<file path="src/hw/jesd_link_consts.svh">
/* JESD loopback link constants
   Converter geometry, lane layout and code-group-sync timing */

`ifndef JESD_LINK_CONSTS_SVH
`define JESD_LINK_CONSTS_SVH

// ******************************
// Converter geometry
// ******************************

// Number of converter channels in the link
`define JESD_M 4
// Number of lanes that carry the channels
`define JESD_L 2
// Width of one converter sample in bits
`define JESD_NP 16

// ******************************
// Lane word and timing
// ******************************

// Width of one lane word per beat, two samples or four octets
`define LANE_BITS 32
// Local multiframe clock period in beats
`define LMFC_BEATS 8
// All-K words in a row that the receiver needs before it raises sync
`define CGS_WORDS 4
// Code-group-sync character (K28.5 in 8b/10b terms)
`define K_CHAR 8'hBC

`endif
</file>
<file path="src/hw/jesd_link_pkg.sv">
/* Shared types of the JESD loopback link
   Lane word union and transmit state encoding */

`default_nettype none

`include "jesd_link_consts.svh"

package jesd_link_pkg;

  // ******************************
  // Lane word
  // ******************************

  // One lane beat seen in two ways
  // The octet view is used to generate and detect K characters
  // The sample view is used by the framer and the deframer
  // Sample slot 0 holds the even channel of the lane and slot 1 the odd one
  typedef union packed {
    logic [`LANE_BITS/8-1:0][7:0]                   octets;
    logic [`LANE_BITS/`JESD_NP-1:0][`JESD_NP-1:0]    samples;
  } lane_word_t;

  // ******************************
  // Transmit link states
  // ******************************

  // CGS sends K characters until the receiver raises sync
  // WAIT_LMFC holds off data until the next multiframe boundary
  // DATA streams framed samples
  typedef enum logic [1:0] {
    CGS       = 2'd0,
    WAIT_LMFC = 2'd1,
    DATA      = 2'd2
  } tx_state_t;

endpackage

`default_nettype wire

</file>
<file path="src/hw/jesd_loopback_top.sv">
/* JESD link loopback top level
   SYSREF capture and LMFC feed a transmit link looped into a receive link */

`timescale 1ns/1ps
`default_nettype none

`include "jesd_link_consts.svh"

module jesd_loopback_top
  import jesd_link_pkg::*;
(
  input  wire                              device_clk,
  input  wire                              arst_n,
  input  wire                              sysref,
  input  wire  [1:0]                       sysref_dly_sel,
  input  wire                              link_en,
  input  wire  [`JESD_M*`JESD_NP-1:0]      dac_data,
  output wire  [`JESD_M*`JESD_NP-1:0]      adc_data,
  output wire                              adc_valid,
  output wire                              sync,
  output wire                              lmfc_edge,
  output wire                              tx_active
);

  // Lane words go straight from the framer to the deframer
  wire lane_word_t [`JESD_L-1:0] lane_data;

  // ******************************
  // SYSREF and LMFC
  // ******************************

  // Both links share the one multiframe clock
  // Only the edge pulse is needed here, the phase count stays inside
  jesd_sysref_capture sysref_capture0 (
    .device_clk     (device_clk),
    .arst_n         (arst_n),
    .sysref         (sysref),
    .sysref_dly_sel (sysref_dly_sel),
    .lmfc_edge      (lmfc_edge),
    .lmfc_count     ()
  );

  // ******************************
  // Transmit and receive links
  // ******************************

  jesd_tx_link tx_link0 (
    .device_clk (device_clk),
    .arst_n     (arst_n),
    .link_en    (link_en),
    .sync       (sync),
    .lmfc_edge  (lmfc_edge),
    .dac_data   (dac_data),
    .lane_data  (lane_data),
    .tx_active  (tx_active)
  );

  // Sync from the receiver closes the loop back to the transmitter
  jesd_rx_link rx_link0 (
    .device_clk (device_clk),
    .arst_n     (arst_n),
    .link_en    (link_en),
    .lane_data  (lane_data),
    .sync       (sync),
    .adc_data   (adc_data),
    .adc_valid  (adc_valid)
  );

endmodule

`default_nettype wire

</file>
<file path="src/hw/jesd_rx_link.sv">
/* JESD receive link
   Detects code-group sync, drives sync and deframes lanes into channels */

`timescale 1ns/1ps
`default_nettype none

`include "jesd_link_consts.svh"

module jesd_rx_link
  import jesd_link_pkg::*;
(
  input  wire                                device_clk,
  input  wire                                arst_n,
  input  wire                                link_en,
  input  wire  lane_word_t [`JESD_L-1:0]     lane_data,
  output logic                               sync,
  output logic [`JESD_M*`JESD_NP-1:0]        adc_data,
  output logic                               adc_valid
);

  // Samples carried by one lane in one beat
  localparam int SPL = `JESD_M / `JESD_L;
  // Octets in one lane word
  localparam int OCTETS = `LANE_BITS / 8;
  // Width of the code-group-sync word counter
  localparam int CNT_W = $clog2(`CGS_WORDS + 1);
  localparam logic [CNT_W-1:0] CGS_LAST = CNT_W'(`CGS_WORDS - 1);

  // One flag per lane for a word made only of K characters
  logic [`JESD_L-1:0] lane_is_k;
  // All lanes carry K in this beat
  logic all_k;

  // Consecutive all-K words seen so far
  logic [CNT_W-1:0] cgs_cnt;
  // Sync one beat late
  logic sync_q;

  // Current beat carries converter data
  logic data_beat;
  // Lane samples put back into channel order
  logic [`JESD_M*`JESD_NP-1:0] deframed;

  // ******************************
  // K character detection
  // ******************************

  always_comb begin
    for (int l = 0; l < `JESD_L; l++) begin
      lane_is_k[l] = 1'b1;
      for (int o = 0; o < OCTETS; o++) begin
        if (lane_data[l].octets[o] != `K_CHAR) begin
          lane_is_k[l] = 1'b0;
        end
      end
    end
  end

  // Lanes are taken in a fixed order with no deskew between them
  assign all_k = &lane_is_k;

  // ******************************
  // Code-group sync
  // ******************************

  // Any word that is not all K restarts the count before sync
  // Once up, sync is only dropped by the link enable
  always_ff @(posedge device_clk or negedge arst_n) begin
    if (!arst_n) begin
      cgs_cnt <= '0;
      sync    <= 1'b0;
      sync_q  <= 1'b0;
    end else begin
      sync_q <= sync;
      if (!link_en) begin
        cgs_cnt <= '0;
        sync    <= 1'b0;
      end else if (!sync) begin
        if (all_k) begin
          if (cgs_cnt == CGS_LAST) begin
            sync <= 1'b1;
          end else begin
            cgs_cnt <= cgs_cnt + CNT_W'(1);
          end
        end else begin
          cgs_cnt <= '0;
        end
      end
    end
  end

  // ******************************
  // Deframer
  // ******************************

  // The transmitter still sends its last data beat one cycle after sync
  // falls, so the delayed sync keeps that beat in the stream
  assign data_beat = (sync | sync_q) & ~all_k;

  // Sample slot s of lane l belongs to channel l*SPL + s
  always_comb begin
    for (int l = 0; l < `JESD_L; l++) begin
      for (int s = 0; s < SPL; s++) begin
        deframed[(l*SPL + s)*`JESD_NP +: `JESD_NP] = lane_data[l].samples[s];
      end
    end
  end

  // Channel data keeps its last value between data beats
  always_ff @(posedge device_clk or negedge arst_n) begin
    if (!arst_n) begin
      adc_valid <= 1'b0;
      adc_data  <= '0;
    end else begin
      adc_valid <= data_beat;
      if (data_beat) begin
        adc_data <= deframed;
      end
    end
  end

endmodule

`default_nettype wire

</file>
<file path="src/hw/jesd_tx_link.sv">
/* JESD transmit link
   Sends code-group sync until sync, aligns to the LMFC and frames samples */

`timescale 1ns/1ps
`default_nettype none

`include "jesd_link_consts.svh"

module jesd_tx_link
  import jesd_link_pkg::*;
(
  input  wire                                device_clk,
  input  wire                                arst_n,
  input  wire                                link_en,
  input  wire                                sync,
  input  wire                                lmfc_edge,
  input  wire  [`JESD_M*`JESD_NP-1:0]        dac_data,
  output lane_word_t [`JESD_L-1:0]           lane_data,
  output logic                               tx_active
);

  // Samples carried by one lane in one beat
  localparam int SPL = `JESD_M / `JESD_L;
  // Octets in one lane word
  localparam int OCTETS = `LANE_BITS / 8;

  tx_state_t state;
  tx_state_t state_nxt;

  // Receiver in sync and link enabled
  logic link_up;

  // Lane words for the current beat in both modes
  lane_word_t [`JESD_L-1:0] cgs_word;
  lane_word_t [`JESD_L-1:0] framed;

  assign link_up = sync & link_en;

  // ******************************
  // State machine
  // ******************************

  always_comb begin
    state_nxt = state;
    case (state)
      CGS: begin
        if (link_up) begin
          state_nxt = WAIT_LMFC;
        end
      end
      WAIT_LMFC: begin
        // Data may only start on a multiframe boundary
        if (!link_up) begin
          state_nxt = CGS;
        end else if (lmfc_edge) begin
          state_nxt = DATA;
        end
      end
      DATA: begin
        // Loss of sync or of the enable drops back to code-group sync
        if (!link_up) begin
          state_nxt = CGS;
        end
      end
      default: begin
        state_nxt = CGS;
      end
    endcase
  end

  always_ff @(posedge device_clk or negedge arst_n) begin
    if (!arst_n) begin
      state <= CGS;
    end else begin
      state <= state_nxt;
    end
  end

  assign tx_active = (state == DATA);

  // ******************************
  // Framer
  // ******************************

  // Every octet of every lane carries the K character during sync
  // Lane l takes channels 2l and 2l+1 into sample slots 0 and 1
  always_comb begin
    for (int l = 0; l < `JESD_L; l++) begin
      for (int o = 0; o < OCTETS; o++) begin
        cgs_word[l].octets[o] = `K_CHAR;
      end
      for (int s = 0; s < SPL; s++) begin
        framed[l].samples[s] = dac_data[(l*SPL + s)*`JESD_NP +: `JESD_NP];
      end
    end
  end

  // Lane words follow the state one beat later
  // WAIT_LMFC keeps sending K so the receiver stays in sync
  always_ff @(posedge device_clk) begin
    if (state == DATA) begin
      lane_data <= framed;
    end else begin
      lane_data <= cgs_word;
    end
  end

endmodule

`default_nettype wire

</file>
<file path="src/hw/jesd_sysref_capture.sv">
/* SYSREF capture with selectable delay or inversion
   Detects the captured SYSREF edge and runs the local multiframe clock */

`timescale 1ns/1ps
`default_nettype none

`include "jesd_link_consts.svh"

module jesd_sysref_capture (
  input  wire                              device_clk,
  input  wire                              arst_n,
  input  wire                              sysref,
  input  wire  [1:0]                       sysref_dly_sel,
  output logic                             lmfc_edge,
  output logic [$clog2(`LMFC_BEATS)-1:0]   lmfc_count
);

  localparam int CNT_W = $clog2(`LMFC_BEATS);
  localparam logic [CNT_W-1:0] LMFC_LAST = CNT_W'(`LMFC_BEATS - 1);

  // SYSREF delayed by one beat for select 01
  logic sysref_d;
  // SYSREF after the delay or inversion mux
  logic sysref_s;
  // Registered copy of the selected SYSREF and its previous value
  logic sysref_q;
  logic sysref_q_prev;
  // Single beat pulse on a rising edge of the registered SYSREF
  logic sysref_rise;
  // Set by the first captured edge and kept until reset
  logic lmfc_run;

  // ******************************
  // SYSREF selection
  // ******************************

  always_ff @(posedge device_clk or negedge arst_n) begin
    if (!arst_n) begin
      sysref_d <= 1'b0;
    end else begin
      sysref_d <= sysref;
    end
  end

  // 00 and 11 pass SYSREF through, 01 adds one beat, 10 inverts it
  always_comb begin
    case (sysref_dly_sel)
      2'b00:   sysref_s = sysref;
      2'b01:   sysref_s = sysref_d;
      2'b10:   sysref_s = ~sysref;
      default: sysref_s = sysref;
    endcase
  end

  // ******************************
  // Edge detection
  // ******************************

  always_ff @(posedge device_clk or negedge arst_n) begin
    if (!arst_n) begin
      sysref_q      <= 1'b0;
      sysref_q_prev <= 1'b0;
    end else begin
      sysref_q      <= sysref_s;
      sysref_q_prev <= sysref_q;
    end
  end

  assign sysref_rise = sysref_q & ~sysref_q_prev;

  // ******************************
  // LMFC counter
  // ******************************

  // Every captured edge restarts the count, so a moved SYSREF realigns the LMFC
  // The edge pulse is high whenever the count is at zero
  always_ff @(posedge device_clk or negedge arst_n) begin
    if (!arst_n) begin
      lmfc_run   <= 1'b0;
      lmfc_count <= '0;
      lmfc_edge  <= 1'b0;
    end else if (sysref_rise) begin
      lmfc_run   <= 1'b1;
      lmfc_count <= '0;
      lmfc_edge  <= 1'b1;
    end else if (lmfc_run) begin
      lmfc_edge  <= (lmfc_count == LMFC_LAST);
      lmfc_count <= (lmfc_count == LMFC_LAST) ? '0 : lmfc_count + CNT_W'(1);
    end else begin
      // No SYSREF seen yet so the multiframe clock stays idle
      lmfc_edge  <= 1'b0;
    end
  end

endmodule

`default_nettype wire

</file>
<file path="config.mk">
export PLATFORM = sky130hd
export DESIGN_NAME = jesd_loopback_top
export DESIGN_NICKNAME = d
export VERILOG_FILES = /design/src/hw/jesd_link_pkg.sv /design/src/hw/jesd_loopback_top.sv /design/src/hw/jesd_rx_link.sv /design/src/hw/jesd_tx_link.sv /design/src/hw/jesd_sysref_capture.sv
export VERILOG_INCLUDE_DIRS = /design/src /design/src/hw
export SDC_FILE = /design/constraint.sdc
export NUM_CORES = 1
export LEC_CHECK = 0
export BUFFER_PORTS_ARGS = -buffer_cell sky130_fd_sc_hd__buf_4
export CORE_MARGIN = 3
export CORE_UTILIZATION = 45
export CTS_CLUSTER_DIAMETER = 200
export DETAILED_ROUTE_END_ITERATION = 10
export PLACE_DENSITY = 0.73
export SLEW_MARGIN = 30
export SYNTH_ARGS = -nofsm -noshare
export SYNTH_HDL_FRONTEND = slang
export SYNTH_SLANG_ARGS = --single-unit
</file>
<file path="constraint.sdc">
create_clock -name device_clk -period 5.7 [get_ports device_clk]
set_input_delay 0.57 -clock device_clk [delete_from_list [all_inputs] [get_ports device_clk]]
set_output_delay 0.57 -clock device_clk [all_outputs]
set_load 0.01 [all_outputs]
</file>
[After elaboration in Yosys (flattened, before gate mapping)]
Cells that the tools add are included.
Word-level totals
  word-level logic and storage cells: 74
  register bits: 144
  bits of input ports: 70
Cells by class
  eq/ne operators: 19
  add/subtract/negate cells: 2
  mux-type cells: 27
  reductions and logical operators: 5
  bitwise gates (word level): 7
Operator list (count)
  inequality test 8 bit, second input constant: 8
  2-to-1 mux 3 bit: 7
  2-to-1 mux 1 bit: 14
  2-to-1 mux 2 bit: 4
  adder 3 x 1 -> 3 bit, second input constant: 2
  inequality test 3 bit, second input constant: 2
  case mux 2 bit (3 select lines): 1
  == test 2 x 1 -> 1 bit, second input constant: 2
  == test 2 bit, second input constant: 2
  inequality test 2 bit, second input constant: 2
  AND reduction 2 bit: 2
  bitwise AND 1 bit: 3
  == test 3 x 2 -> 1 bit, second input constant: 1
  == test 3 bit, second input constant: 1
  NOT 1 bit: 3
  AND reduction 3 bit: 1
  logical NOT 2 bit: 1
  inequality test 2 x 1 -> 1 bit, second input constant: 1
  case mux 1 bit (2 select lines): 1
  nonzero test 2 bit: 1
  bitwise OR 1 bit: 1

[Longest topological paths before layout]
Gate-level depths: netlist (run 1).
  depth in word-level cells: 9
  mapped depth: 7
  mapped depth without buffers: 6

[Cells and area by module]
From an unflattened synthesis (run 1), not the netlist that was laid out.
Unflattened totals
  cell total of the unflattened synthesis: 358
  area total of the unflattened synthesis: 5301.3 sq um
Modules (own cells, without submodules)
  jesd_rx_link: area an instance 3114.2 sq um, times used 1, cells an instance 185
  jesd_tx_link: area an instance 1826.8 sq um, times used 1, cells an instance 143
  jesd_sysref_capture: area an instance 360.3 sq um, times used 1, cells an instance 30

[Least setup slack after synthesis (run 1)]
Ideal clock, no wire load.
  path kind: flip-flop to flip-flop
  start point: register tx_link0.lane_data[48] in the netlist's numbering
  end point: register rx_link0.adc_data[0]
  path buffers: 2
  path slack: 3.861 ns
  stages on the path, launching flop included: 8
  data required time: 5.575 ns
  data arrival time: 1.713 ns
  path through: dfxtp_1 -> and4bb_2 -> nand4_1 -> nor4_4 -> nor2_2 -> buf_6 -> buf_6 -> mux2_4
Between the ends
  word-level cells in the longest chain between the ends: 6
Ends and longest elaborated chain
  from (decl): RTL line jesd_tx_link.sv:18  | output lane_word_t [`JESD_L-1:0] lane_data,
  from (signal assigned): RTL line jesd_tx_link.sv:102  | lane_data <= framed;
  from (signal assigned): RTL line jesd_tx_link.sv:104  | lane_data <= cgs_word;
  inequality test 8 bit (no line)
  2-to-1 mux 1 bit (2 in a row): RTL line jesd_rx_link.sv:52  | if (lane_data[l].octets[o] != `K_CHAR) begin
  AND reduction 2 bit: RTL line jesd_rx_link.sv:60  | assign all_k = &lane_is_k;
  NOT 1 bit: RTL line jesd_rx_link.sv:98  | assign data_beat = (sync | sync_q) & ~all_k;
  bitwise AND 1 bit: RTL line jesd_rx_link.sv:98
  to (signal assigned): RTL line jesd_rx_link.sv:117  | adc_data <= deframed;
  to (decl): RTL line jesd_rx_link.sv:17  | output logic [`JESD_M*`JESD_NP-1:0] adc_data,
No other way between the ends.
A chain may end at the register's enable or synchronous reset.

[Worst setup path after layout (run 1)]
  start point: register tx_link0.lane_data[0] in the netlist's numbering
  end point: register rx_link0.adc_data[59]
Between the ends
  word-level cells in the longest chain between the ends: 8
Ends and longest elaborated chain (RTL line)
  inequality test 8 bit (no line)
  2-to-1 mux 1 bit (4 in a row): jesd_rx_link.sv:52
  AND reduction 2 bit: jesd_rx_link.sv:60
  NOT 1 bit: jesd_rx_link.sv:98
  bitwise AND 1 bit: jesd_rx_link.sv:98
No other way between the ends.

==> results.py, run 1 <==
metrics = {
    "sta": {
        "holdWs_ns": 0.182,
        "fin_crit_ns": 2.69,
        "rsz0062_at_grt": "false",
        "max_slew_margin": 0.459,
        "timing.final.ws_setup_ns": 3.01,
        "fin_skew_ns": 0.00946,
        "hold_violations": 0,
        "fmax_ghz": 0.372,
        "setup_violations": 0,
        "slew_viol_final": 0,
        "worst_pin_slew_ns": 0.811,
        "fin_crit_sh": 0.471,
        "final.setup.tns_ns": 0,
    },
    "grt": {
        "grt_antenna_before_repair": 0,
        "grtUsageMet1": 0.210,
        "grtUsageTotal": 0.171,
        "busiest_layer": "met2",
        "grt_util_met2": 0.289,
        "grt_max_degree": 81,
        "use_met3": 0.0382,
        "grt_pass1_vias": 3307,
        "grt_pass1_wl_microns": 16900,
        "grt-ovfl-total": 0,
    },
    "die": {
        "initial_utilization": 0.470,
        "core_area_sq_um": 11100,
        "die_h_microns": 114,
        "io_pins": 138,
        "die_area_sq_um": 12900,
        "num_rows": 38,
        "dieWidth_microns": 114,
    },
    "route": {
        "drtIter0Drc": 142,
        "drc": 0,
        "finalWirelength_microns": 10600,
        "dr.pass1.iters": 4,
        "wl_per_cell_microns": 16.4,
        "final_antenna_net_count": 0,
        "vias": 3100,
        "vias_per_cell": 4.78,
    },
    "clocking": {
        "htree_levels": 4,
        "clk_pin_slew_ns": 0.06,
        "ctsResizeCount": 0,
        "postCtsHoldBufs": 0,
        "cts_tree": "yes",
        "postCtsSetupBuffers": 0,
        "cts_root_buf": "clkbuf_16",
        "cts.sinks": 144,
        "cts.path.max_buffers": 2,
        "clock_latency_ns": 0.41,
        "numCtsBuffers": 17,
    },
    "power_and_ir_drop": {
        "p_sw_frac": 0.238,
        "p_total_mw": 2.83,
        "cellPowerDensity_nw_per_um2": 408,
        "peakVddDrop_v": 0.000272,
        "intPower_mw": 2.16,
        "leakage_nw": 3.32,
        "pwr-share-comb": 0.176,
        "power_frac_seq": 0.435,
        "p_sw_mw": 0.673,
        "p_clk_frac": 0.389,
    },
    "yosys": {
        "synth_xor_area_frac": 0,
        "ys_warn_count": 0,
        "synth.cell_area_sq_um": 5210,
        "synth.area.mux_share": 0.182,
        "synth_top_family_by_area": "multiplexers",
        "ys_ff_latch": 144,
        "syn_inst": 353,
        "avgSynthCellArea_sq_um": 14.7,
        "synthSimpleGateAreaFrac": 0.137,
        "syn_nets": 429,
        "synth_fa_ha_area_frac": 0.0144,
        "ys_seq_area_frac": 0.631,
        "synth_compound_area_frac": 0.0125,
        "ys_types": 31,
    },
    "critical_path": {
        "start_kind": "register",
        "crit_path_end_kind": "register",
        "critPathArrivalTime_ns": 2.97,
        "path_class": "register to register",
        "cp_data_required_time_ns": 5.99,
        "crit_fanout": 49,
    },
    "min_path": {
        "hp-class": "input pin to asynchronous set/reset pin",
    },
    "cells_and_area": {
        "layout.nets": 571,
        "fin_util": 0.625,
        "drive_above_1_share": 0.474,
        "diodes": 0,
        "syn_to_final_growth_pct": 33.0,
    },
    "placed_design": {
        "preCtsSetupSlack_ns": 3.00,
        "portBuffers": 137,
        "gp_congestion": 0.764,
        "dpl.hpwl_microns": 7630,
    },
    "outcome": {
        "outcome": "finished clean",
    },
    "job": {
        "cap_violations": 0,
    },
}
## cells in the final DEF (no fill, tap or decap), types with 2 or more instances in the layout
| cell | Yosys | final |
|---|---|---|
| clkbuf_16 | 0 | 17 |
| buf_4 | 0 | 138 |
| nor4bb_1 | 4 | 4 |
| nor2_1 | 9 | 9 |
| nand2b_1 | 40 | 40 |
| and4bb_2 | 4 | 4 |
| clkbuf_1 | 9 | 3 |
| mux2i_1 | 3 | 3 |
| a21oi_1 | 2 | 2 |
| and2_1 | 24 | 24 |
| nor2b_1 | 6 | 5 |
| clkinv_2 | 0 | 4 |
| clkinvlp_4 | 0 | 4 |
| ha_1 | 6 | 6 |
| and4_1 | 2 | 2 |
| a22oi_1 | 3 | 3 |
| nand2_1 | 3 | 3 |
| mux2_2 | 16 | 16 |
| and4b_1 | 5 | 5 |
| bufinv_16 | 0 | 3 |
| dfrtp_1 | 80 | 80 |
| inv_1 | 4 | 4 |
| nand4_1 | 4 | 4 |
| mux2_4 | 49 | 49 |
| dfxtp_1 | 64 | 64 |
## flip-flops by register name (all words and copies together), names as in the netlist
register / count
tx_link0.lane_data: 64
rx_link0.sync_q: 1
rx_link0.cgs_cnt: 3
rx_link0.adc_data: 64
sysref_capture0.lmfc_count: 3
sysref_capture0.sysref_q: 1
sysref_capture0.lmfc_run: 1
sysref_capture0.sysref_d: 1
rx_link0.sync: 1
sysref_capture0.lmfc_edge: 1
sysref_capture0.sysref_q_prev: 1
rx_link0.adc_valid: 1
tx_link0.state: 2
## final timing paths
kind                                          start                            end  slack, ns  cells past startpoint
max                           tx_link0.lane_data[0]          rx_link0.adc_data[59]       3.01                      6
min                                          arst_n           rx_link0.adc_data[5]       0.18                      1
max reg2reg                   tx_link0.lane_data[0]          rx_link0.adc_data[59]       3.01                      6
min reg2reg                sysref_capture0.sysref_q  sysref_capture0.sysref_q_prev       0.37                      0
max in group asynchronous                    arst_n          rx_link0.adc_data[25]       4.99                      1
min in group device_clk                      sysref       sysref_capture0.sysref_d       0.28                      1
## per-layer routing
metal | wire [microns] | vias up | part of all wire
met3 | 424 | 18 | 0.040
met4 | 238 | 0 | 0.022
li1 | - | 1484 | -
met1 | 4450 | 1528 | 0.42
met2 | 5500 | 70 | 0.52
met5 | 0 | - | 0
## logic make-up after synthesis
group           after synthesis
flops                       144
compound gates                9
mux                          68
buf+inv                      20
fa+ha+maj                     6
simple gates                106
## power groups by stage
stage                     clock, mW  combinational (mW)  sequential, mW
after floorplan                   0               0.208            1.28
after global placement            0               0.491            1.24
after detailed placement          0               0.506            1.25
after CTS                      1.11               0.509            1.23
after global routing           1.16               0.539            1.25
final                          1.10               0.499            1.23
## Yosys cell counts
cell,instances,area share
a21o_1,1,0.0014
a21oi_1,2,0.0019
a221oi_1,1,0.0017
a22o_1,1,0.0017
a22oi_1,3,0.0043
and2_1,24,0.029
and4_1,2,0.0034
and4b_1,5,0.0096
and4bb_2,4,0.0096
buf_2,1,0.00096
buf_6,6,0.013
clkbuf_1,9,0.0065
dfrtp_1,80,0.38
dfxtp_1,64,0.25
ha_1,6,0.014
inv_1,4,0.0029
mux2_2,16,0.035
mux2_4,49,0.14
mux2i_1,3,0.0058
nand2_1,3,0.0022
nand2b_1,40,0.048
nand4_1,4,0.0048
nor2_1,9,0.0065
nor2_2,1,0.0012
nor2b_1,6,0.0072
nor3b_1,1,0.0014
nor4_4,1,0.0041
nor4b_1,1,0.0017
nor4bb_1,4,0.0077
o31ai_1,1,0.0014
or2_2,1,0.0012
## critical path: stages, from the launching register on
cell,delay (ns)
dfxtp_1,0.32
and4bb_2,0.24
nand4_1,0.17
nor4_4,0.10
nor2_4,0.52
buf_4,0.75
mux2_2,0.41
## stage by stage
stage / cells / instance area, sq um
6_report: 648 / 6930
5_1_grt: 648 / 6930
4_1_cts: 648 / 6930
3_5_place_dp: 616 / 6330
3_3_place_gp: 616 / 6330
2_1_floorplan: 353 / 5210
## cell type report
type	instances	area [sq um]
clock inverters	11	140
inverters	4	15.0
fillers	862	4150
repair buffers	139	1050
well taps	140	175
clock buffers	21	450
flip-flops and latches	144	3280
multi-input cells	189	1810
(Power assumes the default switching activity.)
==> inputs of run 2 (changes only) <==
- clock period: 5.7 -> 2.7 ns (I/O delays scaled with it)
==> results.py, run 2 (synthesis gave the netlist of run 1 again) <==
metrics = {
    "power_and_ir_drop": {
        "cellPowerDensity_nw_per_um2": 821,
        "p_clk_frac": 0.357,
        "p_sw_mw": 1.34,
        "intPower_mw": 4.34,
        "p_sw_frac": 0.236,
        "p_total_mw": 5.69,
        "peakVddDrop_v": 0.000505,
        "leakage_nw": 3.33,
        "pwr-share-comb": 0.186,
        "power_frac_seq": 0.456,
    },
    "critical_path": {
        "crit_start": "tx_link0.lane_data[46]",
        "setup.worst_path.end": "rx_link0.adc_data[49]",
        "worst_path_largest_cell_delay_ns": 0.71,
        "cp_cell_sequence": "and4bb_2 > nand4_1 > nor4_4 > nor2_4 > buf_12 > mux2_2",
        "cp_data_required_time_ns": 2.98,
        "crit_path_end_kind": "register",
        "reg2regPathDepth": 6,
        "crit_fanout": 29,
        "r2r_slack_ns": 0.34,
        "critPathArrivalTime_ns": 2.65,
        "start_kind": "register",
        "worstReg2RegEnd": "rx_link0.adc_data[49]",
        "crit_slowest_cell": "nor2_4",
        "r2r-start": "tx_link0.lane_data[46]",
        "path_class": "register to register",
    },
    "cells_and_area": {
        "postLayoutCellArea_sq_um": 6930,
        "layout_commonest_cell": "buf_4",
        "finalNonFillerCells": 650,
        "fin_util": 0.626,
        "diodes": 0,
        "drive_above_1_share": 0.465,
        "final_cell_mix": "buf_4 (139), dfrtp_1 (80), dfxtp_1 (64)",
        "syn_to_final_growth_pct": 33.1,
        "largest_registers": "rx_link0.adc_data (64), tx_link0.lane_data (64)",
        "layout.nets": 576,
    },
    "placed_design": {
        "gp_congestion": 0.767,
        "dpl.hpwl_microns": 7810,
        "portBuffers": 137,
        "dp.cells": 619,
        "preCtsSetupSlack_ns": 0.304,
        "placed_area_sq_um": 6400,
    },
    "grt": {
        "grt_pass1_vias": 3219,
        "grt_max_degree": 47,
        "grt_pass1_wl_microns": 16700,
        "grt-ovfl-total": 0,
        "grt_antenna_before_repair": 0,
        "grtUsageTotal": 0.171,
    },
    "clocking": {
        "clk_pin_slew_ns": 0.05,
        "cts_tree": "yes",
        "htree_levels": 4,
        "cts.sinks": 144,
        "postCtsSetupBuffers": 0,
        "clock_latency_ns": 0.41,
        "cts_root_buf": "clkbuf_16",
        "numCtsBuffers": 17,
        "cts.path.max_buffers": 2,
    },
    "die": {
        "die_area_sq_um": 12900,
        "dieWidth_microns": 114,
        "num_rows": 38,
        "core_area_sq_um": 11100,
        "die_h_microns": 114,
        "initial_utilization": 0.470,
        "io_pins": 138,
    },
    "sta": {
        "fin_crit_sh": 0.876,
        "slew_viol_final": 0,
        "final.setup.tns_ns": 0,
        "max_slew_margin": 0.379,
        "holdWs_ns": 0.0448,
        "fin_skew_ns": 0.00785,
        "rsz0062_at_grt": "false",
        "timing.final.ws_setup_ns": 0.336,
        "worst_pin_slew_ns": 0.930,
        "hold_violations": 0,
        "fmax_ghz": 0.423,
        "fin_crit_ns": 2.36,
        "setup_violations": 0,
    },
    "route": {
        "final_antenna_net_count": 0,
        "dr.pass1.iters": 4,
        "wl_per_cell_microns": 16.3,
        "drtIter0Drc": 127,
        "drc": 0,
        "vias": 3096,
        "finalWirelength_microns": 10600,
        "vias_per_cell": 4.76,
    },
    "outcome": {
        "outcome": "finished clean",
    },
    "min_path": {
        "hp-class": "input pin to register",
    },
    "job": {
        "cap_violations": 0,
    },
}
run 2: changes by cell type in the layout (fill, tap and decap cells not counted), sizes merged:
cell         before  now
clkinv            4    1
buf             139  142
dlygate4sd3       0    2
bufinv            3    0
clkbuf           21   28
clkinvlp          4    0
run 2: layer usage:
metal / vias up / GRT usage / wire [microns]
met5: - / 0 / 0
met4: 0 / 0.0737 / 206
met3: 18 / 0.0419 / 440
met2: 74 / 0.286 / 5400
met1: 1513 / 0.211 / 4520
li1: 1491 / - / -
run 2: worst max-delay path: cells and delay by family (launching register included):
| family | cells | cell delay (ns) |
|---|---|---|
| muxes | 1 | 0.36 |
| DFF | 1 | 0.33 |
| and+or+nand+nor | 4 | 1.22 |
| buffers and inverters | 1 | 0.31 |
run 2: cell type report:
class,instances,area [sq um]
fillers,862,4150
well taps,140,175
repair buffers,144,1130
multi-input cells,189,1810
clock buffers,28,507
flip-flops and latches,144,3280
inverters,4,15.0
clock inverters,1,5.00
run 2: timing repair:
action	CTS	global route
gates resized for setup	0	0
hold endpoints to repair	35	0
hold buffers	2	0
run 2: how the worst min path moves through the flow:
stage | to | slack (ns) | from | cells after the start
global route | tx_link0.lane_data[55] | 0.03 | dac_data[55] | 2
detailed placement | rx_link0.adc_data[61] | 0.26 | arst_n | 1
CTS | tx_link0.lane_data[45] | 0.02 | dac_data[45] | 2
floorplan | rx_link0.adc_data[0] | -0.03 | arst_n | 0
finish | tx_link0.lane_data[45] | 0.04 | dac_data[45] | 2
global placement | sysref_capture0.sysref_q_prev | 0.36 | sysref_capture0.sysref_q | 0
run 2: power groups by stage:
stage	Sequential, mW	Clock, mW	Combinational (mW)
floorplan	2.69	0	0.439
global placement	2.63	0	1.04
detailed placement	2.63	0	1.08
CTS	2.60	2.08	1.08
global route	2.63	2.15	1.15
finish	2.60	2.03	1.06
==> inputs of run 3 (changes only) <==
==> constraint.sdc (replaced) <==
create_clock -name device_clk -period 2.7 [get_ports device_clk]
set_input_delay 0.405 -clock device_clk [delete_from_list [all_inputs] [get_ports device_clk]]
set_output_delay 0.405 -clock device_clk [all_outputs]
set_load 0.01 [all_outputs]
==> results.py, run 3 (synthesis gave the netlist of run 1 again) <==
metrics = {
    "placed_design": {
        "portBuffers": 137,
        "preCtsSetupSlack_ns": 0.341,
        "dpl.hpwl_microns": 7910,
        "gp_congestion": 0.753,
        "dp.cells": 619,
    },
    "die": {
        "initial_utilization": 0.470,
        "io_pins": 138,
        "core_area_sq_um": 11100,
        "dieWidth_microns": 114,
        "die_area_sq_um": 12900,
        "num_rows": 38,
        "die_h_microns": 114,
    },
    "power_and_ir_drop": {
        "peakVddDrop_v": 0.000928,
        "leakage_nw": 3.35,
        "cellPowerDensity_nw_per_um2": 846,
    },
    "route": {
        "dr.pass1.iters": 4,
        "vias_per_cell": 4.79,
        "vias": 3121,
        "final_antenna_net_count": 0,
        "drtIter0Drc": 154,
        "wl_per_cell_microns": 16.4,
        "drc": 0,
        "finalWirelength_microns": 10700,
    },
    "clocking": {
        "cts_tree": "yes",
        "clk_pin_slew_ns": 0.06,
        "postCtsSetupBuffers": 0,
        "cts.sinks": 144,
        "numCtsBuffers": 17,
        "cts_root_buf": "clkbuf_16",
        "clock_latency_ns": 0.40,
        "htree_levels": 4,
        "ctsResizeCount": 0,
        "cts.path.max_buffers": 2,
    },
    "critical_path": {
        "cp_data_required_time_ns": 2.99,
        "crit_fanout": 29,
        "start_kind": "register",
        "path_class": "register to register",
        "reg2regPathDepth": 6,
        "r2r_slack_ns": 0.33,
        "critPathArrivalTime_ns": 2.66,
        "r2r-start": "tx_link0.lane_data[48]",
        "worstReg2RegEnd": "rx_link0.adc_data[52]",
        "crit_path_end_kind": "register",
    },
    "sta": {
        "rsz0062_at_grt": "false",
        "fin_crit_ns": 2.37,
        "worst_pin_slew_ns": 0.936,
        "slew_viol_final": 0,
        "fin_crit_sh": 0.878,
        "fmax_ghz": 0.422,
        "hold_violations": 0,
        "final.setup.tns_ns": 0,
        "setup_violations": 0,
        "fin_skew_ns": 0.00701,
        "max_slew_margin": 0.374,
        "timing.final.ws_setup_ns": 0.330,
    },
    "job": {
        "cap_violations": 0,
    },
    "cells_and_area": {
        "final_cell_mix": "buf_4 (139), dfrtp_1 (80), dfxtp_1 (64)",
        "finalNonFillerCells": 652,
        "largest_registers": "rx_link0.adc_data (64), tx_link0.lane_data (64)",
        "syn_to_final_growth_pct": 34.2,
        "layout.nets": 575,
        "diodes": 0,
        "drive_above_1_share": 0.479,
        "layout_commonest_cell": "buf_4",
    },
    "outcome": {
        "outcome": "finished clean",
    },
    "grt": {
        "grt_max_degree": 47,
        "grt_pass1_vias": 3337,
        "grt-ovfl-total": 0,
        "grt_pass1_wl_microns": 16800,
        "grt_antenna_before_repair": 0,
        "grtUsageTotal": 0.171,
    },
    "min_path": {
        "hp-class": "input pin to register",
        "hold_depth": 1,
        "holdPathEnd": "sysref_capture0.sysref_d",
        "min_from": "sysref",
    },
}
[run 3: cell types whose count changed in the layout (fill, tap and decap cells not counted)]
cell,previous run,this run
buf_12,2,3
buf_16,1,0
bufinv_16,0,2
clkbuf_1,7,2
clkbuf_8,4,3
clkinv_2,1,4
clkinvlp_4,0,4
dlygate4sd3_1,2,1
[run 3: layout make-up]
cell class | instances | area (sq um)
timing repair buffer | 143 | 1110
fill | 869 | 4090
clock buffer | 22 | 474
multi-input combinational | 189 | 1810
tap | 140 | 175
clock inverter | 10 | 110
sequential | 144 | 3280
inverter | 4 | 15.0
[run 3: worst max-delay path, stage by stage (launching register included)]
cell and delay, ns:
dfxtp_1 0.32, and4bb_2 0.24, nand4_1 0.19, nor4_4 0.10, nor2_4 0.72, buf_12 0.31
mux2_2 0.36
[run 3: stage by stage]
step	cell area [sq um]	hold slack [ns]	total power, mW	utilization
detailed placement	6390	0.370	3.70	0.577
global placement	6390	0.351	3.67	0.577
finish	6990	0.117	5.91	0.631
global route	6990	0.0996	6.16	0.631
CTS	6990	0.0997	5.98	0.631
floorplan	5210	0.109	3.13	-
[run 3: report_power, final]
| group | total (mW) | internal, mW | switching, mW |
|---|---|---|---|
| combinational | 1.05 | 0.671 | 0.379 |
| clock | 2.26 | 1.43 | 0.836 |
| sequential | 2.60 | 2.41 | 0.183 |
| total | 5.91 | 4.51 | 1.40 |
[run 3: worst max-delay path by stage]
stage          cells after the start                     to              startpoint
6_report                           6  rx_link0.adc_data[52]  tx_link0.lane_data[48]
5_1_grt                            6  rx_link0.adc_data[38]  tx_link0.lane_data[39]
4_1_cts                            6  rx_link0.adc_data[52]  tx_link0.lane_data[48]
3_5_place_dp                       6  rx_link0.adc_data[59]  tx_link0.lane_data[48]
3_3_place_gp                       6  rx_link0.adc_data[52]  tx_link0.lane_data[46]
2_1_floorplan                      7   rx_link0.adc_data[0]  tx_link0.lane_data[48]
[run 3: layer usage]
| metal | vias to the layer above | global-route usage | part of all wire |
|---|---|---|---|
| met4 | 0 | 0.0705 | 0.027 |
| met3 | 19 | 0.0493 | 0.043 |
| met2 | 83 | 0.286 | 0.51 |
| met5 | - | 0 | 0 |
| met1 | 1529 | 0.207 | 0.42 |
| li1 | 1490 | - | - |
[run 3: what timing repair did]
item / CTS / global route
hold buffers: 1 / 0
endpoints found under the setup margin: 0 / 0
endpoints found under the hold margin: 34 / 0
